## src/msx_consts.svh

```systemverilog
// MSX bus glue constants
`ifndef MSX_CONSTS_SVH
`define MSX_CONSTS_SVH

// ----------------------------------------------------------------------
// I/O ports and memory-mapped registers
// ----------------------------------------------------------------------
`define MSX_PORT_PSLOT			8'hA8		// Primary slot register
`define MSX_PORT_MAPPER_BASE	8'hFC		// Mapper segments FCh-FFh
`define MSX_EXPSLOT_ADDR		16'hFFFF	// Expansion slot register

// Mapper segments after reset, page 0 to page 3
`define MSX_MAPPER_RESET_0		8'd3
`define MSX_MAPPER_RESET_1		8'd2
`define MSX_MAPPER_RESET_2		8'd1
`define MSX_MAPPER_RESET_3		8'd0

// ----------------------------------------------------------------------
// SDRAM region bases, ORed with the in-region offset
// ----------------------------------------------------------------------
`define MSX_SDRAM_MAPPER_BASE		23'h40_0000	// Upper 4MB, 256 segments of 16KB
`define MSX_SDRAM_ROM_BASE_MAIN		23'h02_0000	// 32KB, slot 0-0
`define MSX_SDRAM_ROM_BASE_KANJI	23'h02_8000	// Kanji BASIC, slot 3-1
`define MSX_SDRAM_ROM_BASE_BASICN	23'h03_0000	// BASIC'N, slot 0-1
`define MSX_SDRAM_ROM_BASE_MUSIC	23'h03_4000	// MSX-MUSIC, slot 0-2
`define MSX_SDRAM_ROM_BASE_LOGO		23'h03_8000	// Logo and ext BASIC, slot 0-3
`define MSX_SDRAM_ROM_BASE_SUB		23'h04_0000	// Sub-ROM, slot 3-1 page 0
`define MSX_SDRAM_ROM_BASE_NEXTOR	23'h00_0000	// Nextor banks 0-7, slot 3-2

`endif

```

## src/msx_pkg.sv

```systemverilog
// MSX bus glue types
`default_nettype none

package msx_pkg;

	typedef logic	[1:0]	slot_t;			// Slot or sub-slot number
	typedef logic	[1:0]	page_t;			// 16KB page, address bits 15:14
	typedef logic	[7:0]	segment_t;		// Mapper segment number
	typedef logic	[22:0]	sdram_addr_t;	// SDRAM byte address

	// Layout of A8h and FFFFh, page 3 in the top bits
	typedef struct packed {
		slot_t	page3;
		slot_t	page2;
		slot_t	page1;
		slot_t	page0;
	} slot_map_t;

	// ------------------------------------------------------------------
	// Pick the slot field of one page out of a slot register
	// ------------------------------------------------------------------
	function automatic slot_t slot_of_page(
		input slot_map_t	map,
		input page_t		page
	);
		case (page)
			2'd0:		return map.page0;
			2'd1:		return map.page1;
			2'd2:		return map.page2;
			default:	return map.page3;
		endcase
	endfunction

endpackage

`default_nettype wire

```

## src/cpu_bus_if.sv

```systemverilog
// Z80 CPU bus bundle
`default_nettype none

interface cpu_bus_if;

	logic	[15:0]	address;	// Full 16-bit address, I/O uses the low byte
	logic	[7:0]	wdata;		// CPU write data
	logic			mreq_n;		// Memory request
	logic			iorq_n;		// I/O request
	logic			rd_n;
	logic			wr_n;

	// Decoders only observe the bus
	modport target (
		input	address,
		input	wdata,
		input	mreq_n,
		input	iorq_n,
		input	rd_n,
		input	wr_n
	);

endinterface

`default_nettype wire

```

## src/primary_slot.sv

```systemverilog
// Primary slot register
`default_nettype none
`include "msx_consts.svh"

module primary_slot import msx_pkg::*; (
	input	wire			clk42m,
	input	wire			ff_reset_n,
	cpu_bus_if.target		bus,
	output	slot_map_t		pslot_map,		// Whole A8h register
	output	slot_t			pslot_cur,		// Primary slot of addressed page
	output	slot_t			page3_slot,		// For the FFFFh selects
	output	logic	[7:0]	rdata,
	output	logic			rdata_en
);
	slot_map_t		ff_pslot;
	logic			w_sel;
	page_t			w_page;

	// I/O port A8h only, no mirrors
	assign w_sel	= !bus.iorq_n && (bus.address[7:0] == `MSX_PORT_PSLOT);
	assign w_page	= bus.address[15:14];

	always_ff @(posedge clk42m) begin
		if (!ff_reset_n) begin
			ff_pslot <= '0;						// All pages in slot 0
		end
		else if (w_sel && !bus.wr_n) begin
			ff_pslot <= bus.wdata;				// Same value every cycle of a held write
		end
	end

	// ------------------------------------------------------------------
	// Slot outputs
	// ------------------------------------------------------------------
	assign pslot_map	= ff_pslot;
	assign pslot_cur	= slot_of_page(ff_pslot, w_page);
	assign page3_slot	= ff_pslot.page3;

	// Read back
	assign rdata		= ff_pslot;
	assign rdata_en		= w_sel && !bus.rd_n;

endmodule

`default_nettype wire

```

## src/secondary_slot.sv

```systemverilog
// Expansion slot register
`default_nettype none
`include "msx_consts.svh"

module secondary_slot import msx_pkg::*; (
	input	wire			clk42m,
	input	wire			ff_reset_n,
	cpu_bus_if.target		bus,
	input	wire	slot_t	own_slot,		// Primary slot being expanded
	input	wire	slot_t	pslot_cur,		// Primary slot of addressed page
	input	wire	slot_t	page3_slot,		// Primary slot of page 3
	output	slot_t			sub_cur,		// Sub-slot of addressed page
	output	logic	[7:0]	rdata,
	output	logic			rdata_en
);
	slot_map_t		ff_expslot;
	logic			w_sel;
	logic			w_own;
	page_t			w_page;

	assign w_page	= bus.address[15:14];

	// ------------------------------------------------------------------
	// Register select
	// ------------------------------------------------------------------
	// FFFFh belongs to whatever slot page 3 is in, so the register only
	// answers when that is this slot
	assign w_sel	= !bus.mreq_n &&
					  (bus.address == `MSX_EXPSLOT_ADDR) &&
					  (page3_slot == own_slot);

	always_ff @(posedge clk42m) begin
		if (!ff_reset_n) begin
			ff_expslot <= '0;					// Sub-slot 0 on every page
		end
		else if (w_sel && !bus.wr_n) begin
			ff_expslot <= bus.wdata;
		end
	end

	// ------------------------------------------------------------------
	// Sub-slot select
	// ------------------------------------------------------------------
	assign w_own	= (pslot_cur == own_slot);	// Access lands in this slot

	always_comb begin
		if (w_own) begin
			sub_cur = slot_of_page(ff_expslot, w_page);
		end
		else begin
			sub_cur = 2'd0;						// Not ours, value unused downstream
		end
	end

	// Read back is inverted, as on real machines
	assign rdata	= ~ff_expslot;
	assign rdata_en	= w_sel && !bus.rd_n;

endmodule

`default_nettype wire

```

## src/memory_mapper.sv

```systemverilog
// Memory mapper segment registers
`default_nettype none
`include "msx_consts.svh"

module memory_mapper import msx_pkg::*; (
	input	wire			clk42m,
	input	wire			ff_reset_n,
	cpu_bus_if.target		bus,
	output	segment_t		segment,		// Segment of addressed page
	output	logic	[7:0]	rdata,
	output	logic			rdata_en
);
	segment_t	[3:0]	ff_segment;			// One per page
	logic				w_sel;
	page_t				w_reg;				// Register picked by port
	page_t				w_page;				// Page picked by memory address

	// ------------------------------------------------------------------
	// Port decode, FCh to FFh
	// ------------------------------------------------------------------
	assign w_sel	= !bus.iorq_n && ({bus.address[7:2], 2'b00} == `MSX_PORT_MAPPER_BASE);
	assign w_reg	= bus.address[1:0];
	assign w_page	= bus.address[15:14];

	always_ff @(posedge clk42m) begin
		if (!ff_reset_n) begin
			ff_segment[0] <= `MSX_MAPPER_RESET_0;
			ff_segment[1] <= `MSX_MAPPER_RESET_1;
			ff_segment[2] <= `MSX_MAPPER_RESET_2;
			ff_segment[3] <= `MSX_MAPPER_RESET_3;
		end
		else if (w_sel && !bus.wr_n) begin
			ff_segment[w_reg] <= bus.wdata;	// Full 8 bits, 4MB of mapper RAM
		end
	end

	// Segment for the SDRAM address
	assign segment	= ff_segment[w_page];

	// Read back, no unused-bit masking
	assign rdata	= ff_segment[w_reg];
	assign rdata_en	= w_sel && !bus.rd_n;

endmodule

`default_nettype wire

```

## src/sdram_address_map.sv

```systemverilog
// Slot to SDRAM address map
`default_nettype none
`include "msx_consts.svh"

module sdram_address_map import msx_pkg::*; (
	cpu_bus_if.target		bus,
	input	wire	slot_t		pslot_cur,
	input	wire	slot_t		sub0,			// Sub-slot when in slot 0
	input	wire	slot_t		sub3,			// Sub-slot when in slot 3
	input	wire	segment_t	segment,
	output	sdram_addr_t		sdram_address,
	output	logic				sdram_mreq_n,
	output	logic				sdram_rd_n,
	output	logic				sdram_wr_n
);
	page_t			w_page;
	logic			w_rom_hit;		// Read-only region present
	logic			w_ram_hit;		// Mapper RAM
	sdram_addr_t	w_address;

	assign w_page = bus.address[15:14];

	// ------------------------------------------------------------------
	// Region table
	// ------------------------------------------------------------------
	always_comb begin
		w_address	= {10'd0, bus.address[12:0]};		// Unmapped default
		w_rom_hit	= 1'b0;
		w_ram_hit	= 1'b0;
		case (pslot_cur)
			2'd0: begin
				case (sub0)
					2'd0: begin						// Main ROM, pages 0-1
						w_address	= `MSX_SDRAM_ROM_BASE_MAIN | {8'd0, bus.address[14:0]};
						w_rom_hit	= !w_page[1];
					end
					2'd1: begin						// BASIC'N, page 1
						w_address	= `MSX_SDRAM_ROM_BASE_BASICN | {9'd0, bus.address[13:0]};
						w_rom_hit	= (w_page == 2'd1);
					end
					2'd2: begin						// MSX-MUSIC, page 1
						w_address	= `MSX_SDRAM_ROM_BASE_MUSIC | {9'd0, bus.address[13:0]};
						w_rom_hit	= (w_page == 2'd1);
					end
					default: begin					// Logo and ext BASIC, pages 1-2
						w_address	= `MSX_SDRAM_ROM_BASE_LOGO | {8'd0, bus.address[14:0]};
						w_rom_hit	= (w_page == 2'd1) || (w_page == 2'd2);
					end
				endcase
			end
			2'd3: begin
				case (sub3)
					2'd0: begin						// Mapper RAM, all pages
						w_address	= `MSX_SDRAM_MAPPER_BASE |
									  {1'b0, segment, bus.address[13:0]};
						w_ram_hit	= 1'b1;
					end
					2'd1: begin
						if (w_page == 2'd0) begin	// Sub-ROM
							w_address	= `MSX_SDRAM_ROM_BASE_SUB |
										  {9'd0, bus.address[13:0]};
						end
						else begin					// Kanji BASIC, pages 2 and 3 alias
							w_address	= `MSX_SDRAM_ROM_BASE_KANJI |
										  {8'd0, bus.address[15], bus.address[13:0]};
						end
						w_rom_hit	= 1'b1;
					end
					2'd2: begin						// Nextor banks, pages 1-2
						w_address	= `MSX_SDRAM_ROM_BASE_NEXTOR | {7'd0, bus.address[15:0]};
						w_rom_hit	= (w_page == 2'd1) || (w_page == 2'd2);
					end
					default: ;						// 3-3 empty
				endcase
			end
			default: ;								// Slots 1 and 2 empty
		endcase
	end

	// ------------------------------------------------------------------
	// Strobes
	// ------------------------------------------------------------------
	assign sdram_address	= w_address;
	assign sdram_mreq_n		= bus.mreq_n;
	assign sdram_rd_n		= !(!bus.mreq_n && !bus.rd_n && bus.wr_n && (w_rom_hit || w_ram_hit));
	assign sdram_wr_n		= !(!bus.mreq_n && !bus.wr_n && w_ram_hit);	// ROM writes dropped

endmodule

`default_nettype wire

```

## src/msx_bus_glue.sv

```systemverilog
// MSX slot and memory map glue
`default_nettype none

module msx_bus_glue import msx_pkg::*; (
	input	wire			clk42m,
	input	wire			ff_reset_n,
	input	wire	[15:0]	address,
	input	wire	[7:0]	wdata,
	input	wire			mreq_n,
	input	wire			iorq_n,
	input	wire			rd_n,
	input	wire			wr_n,
	output	logic	[7:0]	rdata,
	output	sdram_addr_t	sdram_address,
	output	logic			sdram_mreq_n,
	output	logic			sdram_rd_n,
	output	logic			sdram_wr_n
);
	slot_t			w_pslot_cur;
	slot_t			w_page3_slot;
	slot_t			w_sub0;
	slot_t			w_sub3;
	segment_t		w_segment;
	logic	[7:0]	w_pslot_q;
	logic			w_pslot_q_en;
	logic	[7:0]	w_exp0_q;
	logic			w_exp0_q_en;
	logic	[7:0]	w_exp3_q;
	logic			w_exp3_q_en;
	logic	[7:0]	w_mapper_q;
	logic			w_mapper_q_en;
	logic	[7:0]	ff_rdata;

	// ------------------------------------------------------------------
	// CPU bus
	// ------------------------------------------------------------------
	cpu_bus_if bus ();

	assign bus.address	= address;
	assign bus.wdata	= wdata;
	assign bus.mreq_n	= mreq_n;
	assign bus.iorq_n	= iorq_n;
	assign bus.rd_n		= rd_n;
	assign bus.wr_n		= wr_n;

	// ------------------------------------------------------------------
	// Slot and mapper registers
	// ------------------------------------------------------------------
	primary_slot u_primary_slot (
		.clk42m		(clk42m),	.ff_reset_n	(ff_reset_n),	.bus		(bus),
		.pslot_map	(),			.pslot_cur	(w_pslot_cur),	.page3_slot	(w_page3_slot),
		.rdata		(w_pslot_q),	.rdata_en	(w_pslot_q_en)
	);

	secondary_slot u_exp_slot0 (						// Slot 0-x, ROMs
		.clk42m		(clk42m),	.ff_reset_n	(ff_reset_n),	.bus		(bus),
		.own_slot	(2'd0),		.pslot_cur	(w_pslot_cur),	.page3_slot	(w_page3_slot),
		.sub_cur	(w_sub0),	.rdata		(w_exp0_q),		.rdata_en	(w_exp0_q_en)
	);

	secondary_slot u_exp_slot3 (						// Slot 3-x, RAM and ROMs
		.clk42m		(clk42m),	.ff_reset_n	(ff_reset_n),	.bus		(bus),
		.own_slot	(2'd3),		.pslot_cur	(w_pslot_cur),	.page3_slot	(w_page3_slot),
		.sub_cur	(w_sub3),	.rdata		(w_exp3_q),		.rdata_en	(w_exp3_q_en)
	);

	memory_mapper u_mapper (
		.clk42m		(clk42m),	.ff_reset_n	(ff_reset_n),	.bus		(bus),
		.segment	(w_segment),	.rdata		(w_mapper_q),	.rdata_en	(w_mapper_q_en)
	);

	sdram_address_map u_sdram_map (
		.bus			(bus),			.pslot_cur		(w_pslot_cur),
		.sub0			(w_sub0),		.sub3			(w_sub3),			.segment	(w_segment),
		.sdram_address	(sdram_address),	.sdram_mreq_n	(sdram_mreq_n),
		.sdram_rd_n		(sdram_rd_n),	.sdram_wr_n		(sdram_wr_n)
	);

	// ------------------------------------------------------------------
	// Read data mux register
	// ------------------------------------------------------------------
	always_ff @(posedge clk42m) begin
		if (!ff_reset_n) begin
			ff_rdata <= 8'hFF;
		end
		else if (rd_n) begin
			ff_rdata <= 8'hFF;					// Idle bus floats high
		end
		else if (w_exp0_q_en) begin
			ff_rdata <= w_exp0_q;
		end
		else if (w_exp3_q_en) begin
			ff_rdata <= w_exp3_q;
		end
		else if (w_pslot_q_en) begin
			ff_rdata <= w_pslot_q;
		end
		else if (w_mapper_q_en) begin
			ff_rdata <= w_mapper_q;
		end
		// Nobody answers, keep FFh from the idle cycle
	end

	assign rdata = ff_rdata;

endmodule

`default_nettype wire

```

## config.mk

```make
export PLATFORM = sky130hd
export DESIGN_NAME = msx_bus_glue
export DESIGN_NICKNAME = d
export VERILOG_FILES = /design/src/msx_pkg.sv /design/src/cpu_bus_if.sv /design/src/primary_slot.sv /design/src/secondary_slot.sv /design/src/memory_mapper.sv /design/src/sdram_address_map.sv /design/src/msx_bus_glue.sv
export VERILOG_INCLUDE_DIRS = /design/src
export SDC_FILE = /design/constraint.sdc
export NUM_CORES = 1
export LEC_CHECK = 0
export ABC_AREA = 1
export BUFFER_PORTS_ARGS = -buffer_cell sky130_fd_sc_hd__buf_2
export CELL_PAD_IN_SITES_DETAIL_PLACEMENT = 0
export CELL_PAD_IN_SITES_GLOBAL_PLACEMENT = 1
export CORE_ASPECT_RATIO = 1.1
export CORE_UTILIZATION = 41
export CTS_BUF_LIST = sky130_fd_sc_hd__clkbuf_4 sky130_fd_sc_hd__clkbuf_8 sky130_fd_sc_hd__clkbuf_16
export DETAILED_ROUTE_END_ITERATION = 10
export PLACE_DENSITY = 0.82
export SETUP_SLACK_MARGIN = 0.05
export SLEW_MARGIN = 10
export SYNTH_ARGS = -nofsm -noshare
export SYNTH_HDL_FRONTEND = slang
export SYNTH_SLANG_ARGS = --single-unit
```

## constraint.sdc

```tcl
create_clock -name clk42m -period 5.3 [get_ports clk42m]
set_clock_uncertainty 0.05 [all_clocks]
set_input_delay 1.06 -clock clk42m [delete_from_list [all_inputs] [get_ports clk42m]]
set_output_delay 1.06 -clock clk42m [all_outputs]
set_load 0.05 [all_outputs]
```

==> key figures, run 1 <==
Min path
  – Hold depth: 2
  – Worst hold endpoint: u_primary_slot.pslot_map[2]
  – Hold WC Path Type: reg2reg
  – Critical hold path startpoint: u_primary_slot.pslot_map[2]

Setup path
  – R2r setup slk: about 3.6 ns
  – Critical path type: in2out
  – Path depth of the worst reg2reg path: 8
  – Critical path required time: between 4 and 5 ns
  – Arrival time worst endpoint: ~3.8 ns
  – CP endpoint kind: output port
  – Worst setup path start: address[15]
  – CP Max Fanout: 11
  – Worst flop-to-flop path endpoint: rdata[4]
  – Reg-to-Reg Start: u_primary_slot.page3_slot[1]
  – CP startpoint kind: input pin

Routing
  – DRC viols: 6
  – Wire per inst: 15.0 µm
  – Initial drt markers: roughly 250
  – DR vias/cell: ~5.2
  – Drt first pass iters: 8
  – Total number of vias: ~4k
  – Detail Route Antenna Nets: 0
  – Final wirelength: between 10000 and 15000 µm

Clock tree
  – CTS H-tree lvls: 3
  – CTS max path bufs: 2
  – Setup Buffers After CTS: 0
  – Worst-skew pair later-pin latency: 0.35 ns
  – Clock Tree Root: clkbuf_8
  – CTS tree: yes
  – Clock edge transition at the registers on the reported setup and hold paths: approximately 0.080 ns
  – CTS Buf Count: 9
  – CTS Sinks: 64

Power and ir drop
  – Comb pwr share: between 10% and 20%
  – Reg power frac: a little over two fifths
  – Psw: 306 µW
  – Total power: around 1.1 mW
  – Internal: 810 µW
  – LEAKAGE: around 2.1 nW
  – Sw Share: ~27%
  – Clock network power share: 43.9%
  – PwrDens: about 240 nW/µm²
  – Max VDD drop: roughly 0.14 mV

Global routing
  – GRT Total Usage: a little under a quarter
  – First-pass GRT wire length: 18900 µm
  – Largest net degree at the start of global routing: 39
  – Initial antenna violation count: 0
  – Vias in the first global route: about 3.8k
  – GRT overflow: 0

Yosys
  – Post-Syn Instances: just over 600
  – Post-Syn Area: ~4100 µm²
  – Syn. warnings: 0
  – Syn avg cell area: around 6.7 µm²
  – Syn_nets: 657
  – Netlist cell types: 32
  – Yosys reg bits: 64
  – Post-synthesis sequential area ratio: between 30% and 40%

STA
  – Slew @ Worst Pin: about 1.1 ns
  – Count of final max-slew check failures: 0
  – Min cycle time layout: slightly below 5 ns
  – Rel. slew slack: between 20 and 30%
  – Fin. Hold Viols: 0
  – F_max: around 200 MHz
  – Total negative slack: 0 ns
  – Final Setup Violations: 0
  – Period utilization: 92.8%
  – RSZ-0062 raised after global routing: false
  – Final Worst Setup Slack: 0.380 ns

Layout
  – Fin nets: a little under 700
  – Final Util: between 40% and 50%
  – Reg area: ~1300 µm²
  – Diode count: 0
  – Layout cell share with drive strength beyond 1: 17.4%
  – Fillers: a little over 1k
  – Area delta synth->final: 12.2%
  – Most frequent cells in the layout: 101 x inv_1, 101 x nand2_1, 77 x o21ai_0
  – Area of the multi-input gates: approximately 2200 µm²

Run status
  – Failing checks: DRC
  – Outcome: finished with violations

Die
  – Starting Density: between 40% and 50%
  – Die H: between 100 and 150 µm
  – Row count: 38
  – Die width: 97.7 µm
  – Core box area: around 9800 µm²
  – Die area: between 10000 and 15000 µm²
  – I/O Pins: between 60 and 70

Place
  – Final HPWL DP: roughly 9000 µm
  – Gpl congestion: 0.862
  – IO buf count: 63
  – Worst slack, placed: approximately 0.27 ns

Flow run
  – Max-Cap Viols: 0
per-layer routing:
layer  vias up  GRT usage, %  share of wire [%]
met5         -             0                  0
met4         0          10.9                3.0
met3        24          4.95                4.3
met2       108          40.5                 49
met1      1814          27.7                 44
li1       2059             -                  -
repair_timing:
item                       CTS  global route
hold endpoints to repair     0             0
resized for setup            0            10
hold buffers                 0             0
setup endpoints to repair    0             8
final cells by class:
type / instances / area share (%)
Clock inverter: 3 / 1.41
Multi-Input combinational cell: 403 / 47.9
Inverter: 106 / 8.59
Timing Repair Buffer: 67 / 7.73
Clock buffer: 12 / 3.43
Sequential cell: 64 / 27.7
Tap cell: 120 / 3.24
worst max-delay path by stage:
stage,slack [ns],to
floorplan,0.12,sdram_address[15]
global placement,0.44,sdram_address[20]
detailed placement,0.27,sdram_address[14]
CTS,0.27,sdram_address[14]
global route,0.07,sdram_address[15]
finish,0.38,sdram_address[20]
synthesized netlist by cell type, drive strengths merged:
| library cell | count | share of area (%) |
|---|---|---|
| a211oi | 16 | 4.9 |
| a21boi | 1 | 0.18 |
| a21oi | 60 | 7.3 |
| a221oi | 2 | 0.42 |
| and2 | 1 | 0.15 |
| buf | 27 | 5.0 |
| clkbuf | 13 | 1.2 |
| clkinv | 4 | 0.36 |
| dfxtp | 64 | 31 |
| ha | 14 | 4.2 |
| inv | 102 | 9.3 |
| nand2 | 104 | 9.8 |
| nand3 | 32 | 5.4 |
| nand3b | 3 | 0.55 |
| nand4 | 10 | 1.5 |
| nor2 | 64 | 6.5 |
| nor3 | 2 | 0.24 |
| o211ai | 4 | 0.73 |
| o21ai | 79 | 9.6 |
| o22ai | 9 | 1.4 |
| o31ai | 1 | 0.18 |
| o32ai | 1 | 0.21 |
worst max-delay path, cell delays in order:
cell	delay [ns]
clkbuf_4	0.21
inv_1	0.12
ha_2	0.22
inv_1	0.14
o21ai_0	0.10
o22ai_1	0.19
inv_1	0.07
ha_1	0.21
inv_1	0.15
nor3_2	0.10
ha_1	0.21
nor2_1	0.15
nand2_1	0.10
inv_1	0.16
nand2_1	0.19
a21oi_1	0.17
clkbuf_4	0.25
power by group through the flow:
stage	registers [mW]	logic [mW]	clock network [mW]
5_1_grt	0.481	0.159	0.509
3_5_place_dp	0.492	0.143	0
2_1_floorplan	0.493	0.104	0
3_3_place_gp	0.492	0.143	0
4_1_cts	0.481	0.144	0.493
6_report	0.481	0.146	0.490
flip-flops by register name, indices dropped and copies added, names as in the netlist:
signal	flops
u_primary_slot.pslot_map	6
u_mapper.ff_segment	32
u_exp_slot0.ff_expslot	8
u_exp_slot3.ff_expslot	8
rdata	8
u_primary_slot.page3_slot	2
logic make-up (layout without fill, tap and decap cells):
kind of cell | count (synthesis) | count (layout) | share of synthesized area, %
flip-flops | 64 | 64 | 31.0
AND/OR/NAND/NOR | 216 | 216 | 24.1
buffers and inverters | 146 | 188 | 15.8
AO/OA/AOI/OAI | 173 | 173 | 24.8
adder cells (fa/ha/maj) | 14 | 14 | 4.25
stage by stage:
step	instance area (µm²)	hold WS, ns	std cells
3_3_place_gp	4370	0.417	760
6_report	4630	0.446	775
2_1_floorplan	4130	0.395	613
5_1_grt	4630	0.472	775
3_5_place_dp	4370	0.424	760
4_1_cts	4600	0.446	775
No activity file was read; power rests on OpenSTA's default activity.
==> run 2: changes to the inputs <==
==> constraint.sdc (replaced) <==
create_clock -name clk42m -period 5.3 [get_ports clk42m]
set_clock_uncertainty 0.05 [all_clocks]
set_input_delay 1.06 -clock clk42m [delete_from_list [all_inputs] [get_ports clk42m]]
set_output_delay 1.06 -clock clk42m [all_outputs]
set_load 0.01 [all_outputs]
==> run 2 against run 1 <==
Net effect: total power is 6.7% lower; cell area decreased by 1.2%; clock-buffer cell count increased by 1; register-to-register slack better by 0.02 ns; the run still ends with DRC left; highest routed layer unchanged; clock power shrank 9.0%; combinational power down 22%; critical path depth stayed put; via count rose by 2.4%; largest cell class unchanged; first-iteration DRC count shrank 28%; hold slack better by 0.0017 ns; maximum frequency shrank 0.39%; non-clock buffer count down 1.
==> key figures, run 2 (same netlist as run 1, synthesis figures left out) <==
Flow run
  – Max-Cap Viols: 0 (unchanged)

Clock tree
  – Clock Tree Root: clkbuf_8
  – CTS Hold Bufs: 0 (unchanged)
  – Post-cts sizing count: 0 (unchanged)
  – CTS max path bufs: 2 (unchanged)
  – Clock edge transition at the registers on the reported setup and hold paths: 0.07 ns (about the same)
  – CTS tree: yes
  – CTS H-tree lvls: 3 (unchanged)
  – CTS Sinks: 64 (unchanged)
  – Setup Buffers After CTS: 0 (unchanged)
  – CTS Buf Count: 9 (unchanged)
  – Worst-skew pair later-pin latency: 0.35 ns (about the same)

Layout
  – Area of the multi-input gates: 2200 µm² (-0.96%)
  – Reg with most FFs: u_mapper.ff_segment
  – Fin nets: 694 (-0.14%)
  – Layout cell share with drive strength beyond 1: 16.9% (-0.46 points)
  – Max reg flops: 32 (unchanged)
  – Diode count: 0 (unchanged)
  – Final Non-Filler Cells: 775 (unchanged)
  – Area delta synth->final: 10.8%
  – Final Util: 46.5% (-0.57 points)
  – Fillers: 1053 (+2.0%)
  – Most frequent cells in the layout: 101 x inv_1, 101 x nand2_1, 78 x o21ai_0
  – Fin area: 4570 µm² (-1.2%)
  – Reg area: 1280 µm² (unchanged)

Power and ir drop
  – LEAKAGE: 2.10 nW (-0.64%)
  – Max VDD drop: 0.144 mV (+1.4%)
  – Total power: 1.04 mW (-6.7%)
  – PwrDens: 228 nW/µm² (-5.6%)

Setup path
  – CP endpoint kind: output port
  – Critical path type: in2out
  – Critical path's slowest cell: ha_1
  – Worst Path Buf+Inv: 7 (unchanged)
  – R2r setup slk: 3.63 ns (+0.02 ns)
  – Worst flop-to-flop path endpoint: rdata[3]
  – Path depth of the worst reg2reg path: 8 (unchanged)
  – Top cell by count, worst path: inv_1
  – CP max stage delay: 0.29 ns (+0.04 ns)
  – Reg-to-Reg Start: u_primary_slot.page3_slot[1]
  – Critical path required time: 4.19 ns (about the same)
  – Arrival time worst endpoint: 3.83 ns (+0.02 ns)
  – CP top delay family: buffers and inverters
  – CP Max Fanout: 24 (+13)
  – CP startpoint kind: input pin
  – Crit-path cells: clkbuf_4 -> inv_1 -> ha_1 -> inv_1 -> o21ai_0 -> o22ai_1 -> inv_1 -> ha_1 -> inv_1 -> nor3_1 -> ha_1 -> nor2_1 -> nand2_1 -> inv_1 -> nand2_1 -> a21oi_1 -> buf_2

Place
  – Final HPWL DP: 8920 µm (+1.2%)
  – Placed Area: 4360 µm² (-0.34%)
  – Placed insts: 759 (-0.13%)
  – Gpl congestion: 0.863 (+0.10%)
  – IO buf count: 63 (unchanged)

STA
  – Slew @ Worst Pin: 1.13 ns (+0.0655 ns)
  – Period utilization: 93.2% (+0.37 points)
  – Total negative slack: 0 ns (unchanged)
  – F_max: 202 MHz (-0.39%)
  – RSZ-0062 raised after global routing: false
  – Count of final max-slew check failures: 0 (unchanged)
  – Final Setup Violations: 0 (unchanged)
  – Rel. slew slack: 24.3% (-4.4 points)
  – Min cycle time layout: 4.94 ns (+0.0194 ns)
  – Fin. Hold Viols: 0 (unchanged)

Routing
  – Total number of vias: 4103 (+2.4%)
  – Detail Route Antenna Nets: 0 (unchanged)
  – DRC viols: 4 (-2)
  – DR vias/cell: 5.29 (+2.4%)
  – Drt first pass iters: 8 (unchanged)
  – Initial drt markers: 176 (-28%)
  – Final wirelength: 11900 µm (+2.2%)
  – Wire per inst: 15.3 µm (+2.2%)

Min path
  – Worst hold endpoint: u_primary_slot.pslot_map[3]
  – Hold depth: 2 (unchanged)
  – Critical hold path startpoint: u_primary_slot.pslot_map[3]
  – Hold WC Path Type: reg2reg

Global routing
  – Largest net degree at the start of global routing: 39 (unchanged)
  – First-pass GRT wire length: 18900 µm (about the same)
  – Initial antenna violation count: 0 (unchanged)
  – GRT Total Usage: 23.6% (+0.17 points)
  – Vias in the first global route: 3647 (-4.3%)
  – GRT overflow: 0 (unchanged)

Die
  – Row count: 38 (unchanged)
  – Core box area: 9840 µm² (unchanged)
  – Die H: 107 µm (unchanged)
  – I/O Pins: 64 (unchanged)
  – Starting Density: 41.9% (unchanged)
  – Die width: 97.7 µm (unchanged)
  – Die area: 10500 µm² (unchanged)

Run status
  – Outcome: finished with violations
  – Failing checks: DRC
==> run 2: worst max path at each step <==
| stage | from | endpoint | slack [ns] | cells past startpoint |
|---|---|---|---|---|
| after global routing | address[14] | sdram_address[15] | 0.06 | 18 |
| after CTS | address[14] | sdram_address[19] | 0.30 | 17 |
| final | address[14] | sdram_address[19] | 0.36 | 17 |
| after detailed placement | address[14] | sdram_address[19] | 0.30 | 17 |
| after global placement | address[14] | sdram_address[19] | 0.42 | 17 |
| after floorplan | address[15] | sdram_address[14] | 0.60 | 17 |
==> run 2: power by group <==
| group | internal [mW] | switching (mW) |
|---|---|---|
| registers | 0.481 | 0.000264 |
| clock network | 0.252 | 0.193 |
| logic | 0.0353 | 0.0791 |
| total | 0.768 | 0.273 |
==> run 2: worst register-to-register path: cells and delay by family, from the launching register on <==
family	cells	cell delay, ns
buf+inv	2	0.35
flops	1	0.36
simple gates	6	0.82
==> run 2: final cells by class <==
cell class | count | area share [%]
inverters | 106 | 8.70
repair buffers | 66 | 7.44
multi-input cells | 403 | 48.0
flip-flops and latches | 64 | 28.0
clock buffers | 13 | 3.64
clock inverters | 3 | 0.876
well taps | 120 | 3.28
==> run 2: per-stage QoR <==
step                      hold slack, ns  worst slack (ns)
final                              0.448             0.360
after global routing               0.482            0.0609
after CTS                          0.446             0.297
after detailed placement           0.435             0.299
after global placement             0.431             0.417
after floorplan                    0.395             0.600
==> run 2: metal layers <==
layer | GRT usage [%] | wire length, µm | vias to the layer above
met4 | 10.6 | 408 | 0
met1 | 28.4 | 4990 | 1899
met2 | 40.7 | 5790 | 121
li1 | - | - | 2058
met3 | 4.43 | 682 | 25
met5 | 0 | 0 | -
==> run 3: changes to the inputs <==
--- a/config.mk
+++ b/config.mk
@@ -6,15 +6,14 @@
 export SDC_FILE = /design/constraint.sdc
 export NUM_CORES = 1
 export LEC_CHECK = 0
-export ABC_AREA = 1
 export BUFFER_PORTS_ARGS = -buffer_cell sky130_fd_sc_hd__buf_2
 export CELL_PAD_IN_SITES_DETAIL_PLACEMENT = 0
 export CELL_PAD_IN_SITES_GLOBAL_PLACEMENT = 1
 export CORE_ASPECT_RATIO = 1.1
-export CORE_UTILIZATION = 41
+export CORE_UTILIZATION = 43
 export CTS_BUF_LIST = sky130_fd_sc_hd__clkbuf_4 sky130_fd_sc_hd__clkbuf_8 sky130_fd_sc_hd__clkbuf_16
 export DETAILED_ROUTE_END_ITERATION = 10
-export PLACE_DENSITY = 0.82
+export PLACE_DENSITY = 0.81
 export SETUP_SLACK_MARGIN = 0.05
 export SLEW_MARGIN = 10
 export SYNTH_ARGS = -nofsm -noshare
==> run 3 against run 2 <==
Net effect: the flow now finishes without violations; setup slack better by 0.026 ns; sequential power barely moved; register-to-register slack got worse by 0.36 ns; via count down 20%; routed wire length shrank 15%; maximum frequency rose by 0.52%; combinational power shrank 20%; highest routed layer unchanged; final cell count down 26%; clock power is 15% lower; first-iteration DRC count increased by 14%; global-route usage shrank 0.91 points; largest cell class unchanged.
==> key figures, run 3 <==
Yosys
  – Post-Syn Area: 3920 µm² (-4.9%)
  – FFs w/ async S/R, synth: 0% (unchanged)
  – Syn. warnings: 0 (unchanged)
  – Syn_nets: 464 (-29%)
  – EDFF count, synth: 0 (unchanged)
  – Count leader, synth: nand2_1
  – Post-synthesis sequential area ratio: 32.7% (+1.6 points)
  – Yosys reg bits: 64 (unchanged)
  – Netlist cell types: 50 (+56%)
  – Leading post-synthesis cells by cell area: dfxtp_1 33%, mux2i_1 10%, mux4_2 9.2%, nand2_1 6.3%, nor2b_1 5.3%
  – Ys flop type: dfxtp_1
  – Post-Syn Instances: 420 (-31%)
  – Syn avg cell area: 9.34 µm² (+39%)
  – Post-synth top area cell: dfxtp_1
  – Top cell type's share of synthesized area: 32.7% (+1.6 points)
  – Top cells by instance count after synthesis: 66 x nand2_1, 64 x dfxtp_1, 41 x mux2i_1, 33 x nor2b_1, 23 x a21boi_0

Layout
  – Final Util: 49.1% (+2.6 points)
  – Max reg flops: 32 (unchanged)
  – Area delta synth->final: 11.1%
  – Diode count: 0 (unchanged)
  – Final Non-Filler Cells: 573 (-26%)
  – Layout cell share with drive strength beyond 1: 22.7% (+5.7 points)
  – Reg with most FFs: u_mapper.ff_segment
  – Most common cell after layout, fill and taps aside: nand2_1
  – Fin nets: 499 (-28%)
  – Most frequent cells in the layout: 66 x nand2_1, 64 x dfxtp_1, 63 x buf_2
  – Fin area: 4360 µm² (-4.7%)

Flow run
  – Max-Cap Viols: 0 (unchanged)

Routing
  – DRC viols: 0 (-4)
  – Initial drt markers: 200 (+14%)
  – Drt first pass iters: 5 (-3)
  – Total number of vias: 3271 (-20%)
  – DR vias/cell: 5.71 (+7.8%)
  – Final wirelength: 10100 µm (-15%)
  – Detail Route Antenna Nets: 0 (unchanged)
  – Wire per inst: 17.5 µm (+15%)

STA
  – F_max: 204 MHz (+0.52%)
  – Hold WS: 0.437 ns (-0.0108 ns)
  – Total negative slack: 0 ns (unchanged)
  – Final Setup Violations: 0 (unchanged)
  – Slew @ Worst Pin: 0.914 ns (-0.218 ns)
  – Rel. slew slack: 38.5% (+14 points)
  – Fin. Hold Viols: 0 (unchanged)
  – Count of final max-slew check failures: 0 (unchanged)
  – Period utilization: 92.7% (-0.48 points)
  – RSZ-0062 raised after global routing: false
  – Min cycle time layout: 4.91 ns (-0.0255 ns)
  – Final Worst Setup Slack: 0.386 ns (+0.0255 ns)

Place
  – Placed Area: 4190 µm² (-4.0%)
  – Gpl congestion: 0.870 (+0.80%)
  – Final HPWL DP: 7600 µm (-15%)
  – Placed insts: 558 (-26%)
  – Worst slack, placed: 0.431 ns (+0.132 ns)
  – IO buf count: 63 (unchanged)

Clock tree
  – CTS Sinks: 64 (unchanged)
  – CTS H-tree lvls: 3 (unchanged)
  – Clock edge transition at the registers on the reported setup and hold paths: 0.08 ns (about the same)
  – Setup Buffers After CTS: 0 (unchanged)
  – CTS Hold Bufs: 0 (unchanged)
  – CTS tree: yes
  – Clock Tree Root: clkbuf_8
  – Post-cts sizing count: 0 (unchanged)
  – Worst-skew pair later-pin latency: 0.35 ns (about the same)
  – CTS Buf Count: 9 (unchanged)
  – CTS max path bufs: 2 (unchanged)

Min path
  – Hold WC Path Type: reg2reg
  – Worst hold endpoint: rdata[0]
  – Critical hold path startpoint: rdata[0]
  – Hold depth: 1 (-1)

Power and ir drop
  – Max VDD drop: 0.174 mV (+21%)
  – LEAKAGE: 1.81 nW (-14%)
  – PwrDens: 218 nW/µm² (-4.3%)
  – Total power: 950 µW (-8.8%)

Setup path
  – CP endpoint kind: output port
  – CP Max Fanout: 8 (-67%)
  – Critical path type: in2out
  – CP startpoint kind: input pin
  – CP max stage delay: 0.30 ns (about the same)
  – Critical path required time: 4.19 ns (about the same)
  – R2r setup slk: 3.27 ns (-0.36 ns)
  – Worst flop-to-flop path endpoint: rdata[5]
  – Top cell by count, worst path: inv_1
  – Arrival time worst endpoint: 3.80 ns (-0.03 ns)
  – Crit-path cells: buf_2 -> inv_1 -> ha_1 -> a22oi_1 -> nand2_1 -> mux2_2 -> inv_1 -> ha_1 -> inv_1 -> a211oi_1 -> inv_1 -> ha_1 -> a221oi_1 -> o32a_1 -> o21ai_0 -> nand3_1 -> buf_2
  – Reg-to-Reg Start: u_primary_slot.page3_slot[1]
  – Critical path's slowest cell: ha_1
  – Path depth of the worst reg2reg path: 5 (-3)

Global routing
  – Initial antenna violation count: 0 (unchanged)
  – First-pass GRT wire length: 16300 µm (-14%)
  – GRT overflow: 0 (unchanged)
  – Largest net degree at the start of global routing: 59 (+51%)
  – Vias in the first global route: 3103 (-15%)
  – GRT Total Usage: 22.7% (-0.91 points)

Die
  – Row count: 36 (-5.3%)
  – I/O Pins: 64 (unchanged)
  – Core box area: 8870 µm² (-9.8%)
  – Die H: 102 µm (-4.7%)
  – Die width: 93.1 µm (-4.7%)
  – Die area: 9510 µm² (-9.2%)
  – Starting Density: 44.2% (+2.3 points)

Run status
  – Outcome: finished, final reports clean
==> run 3: kinds of logic after synthesis <==
kind of cell,after synthesis,share of synthesized area (%)
multiplexers,58,19.9
AND/OR/NAND/NOR,148,20.2
AO/OA/AOI/OAI,78,15.7
adder cells (fa/ha/maj),14,4.47
buffers and inverters,58,7.08
flip-flops,64,32.7
==> run 3: area by class of cell <==
type	instances	area, µm²
fillers	856	4520
multi-input cells	298	2360
flip-flops and latches	64	1280
repair buffers	66	338
well taps	114	143
clock buffers	10	138
inverters	16	60.1
clock inverters	5	33.8
==> run 3: worst max-delay path, delay by kind of cell <==
kind	cells	cell delay [ns]
simple gates	2	0.15
compound gates	5	1.04
fa+ha+maj	3	0.68
mux	1	0.28
buf+inv	6	0.60
==> run 3: report_power, final <==
group	switching (mW)	total, mW	internal (mW)	leakage, nW
Sequential	0.000235	0.481	0.481	0.516
Combinational	0.0531	0.0912	0.0381	1.21
Clock	0.199	0.377	0.179	0.0841
==> run 3: worst max-delay path by stage <==
stage / start / to / cells past startpoint
after floorplan: address[14] / sdram_rd_n / 17
after global placement: address[14] / sdram_rd_n / 17
after detailed placement: address[14] / sdram_rd_n / 17
after CTS: address[14] / sdram_rd_n / 17
after global routing: address[14] / sdram_rd_n / 17
final: address[14] / sdram_rd_n / 17
==> run 3: layer usage <==
| layer | part of all wire [%] | routed length [µm] | track usage, % | up-vias |
|---|---|---|---|---|
| li1 | - | - | - | 1579 |
| met1 | 45 | 4560 | 30.1 | 1562 |
| met2 | 47 | 4680 | 36.8 | 110 |
| met3 | 5.7 | 577 | 4.32 | 20 |
| met4 | 2.3 | 233 | 8.40 | 0 |
| met5 | 0 | 0 | 0 | - |
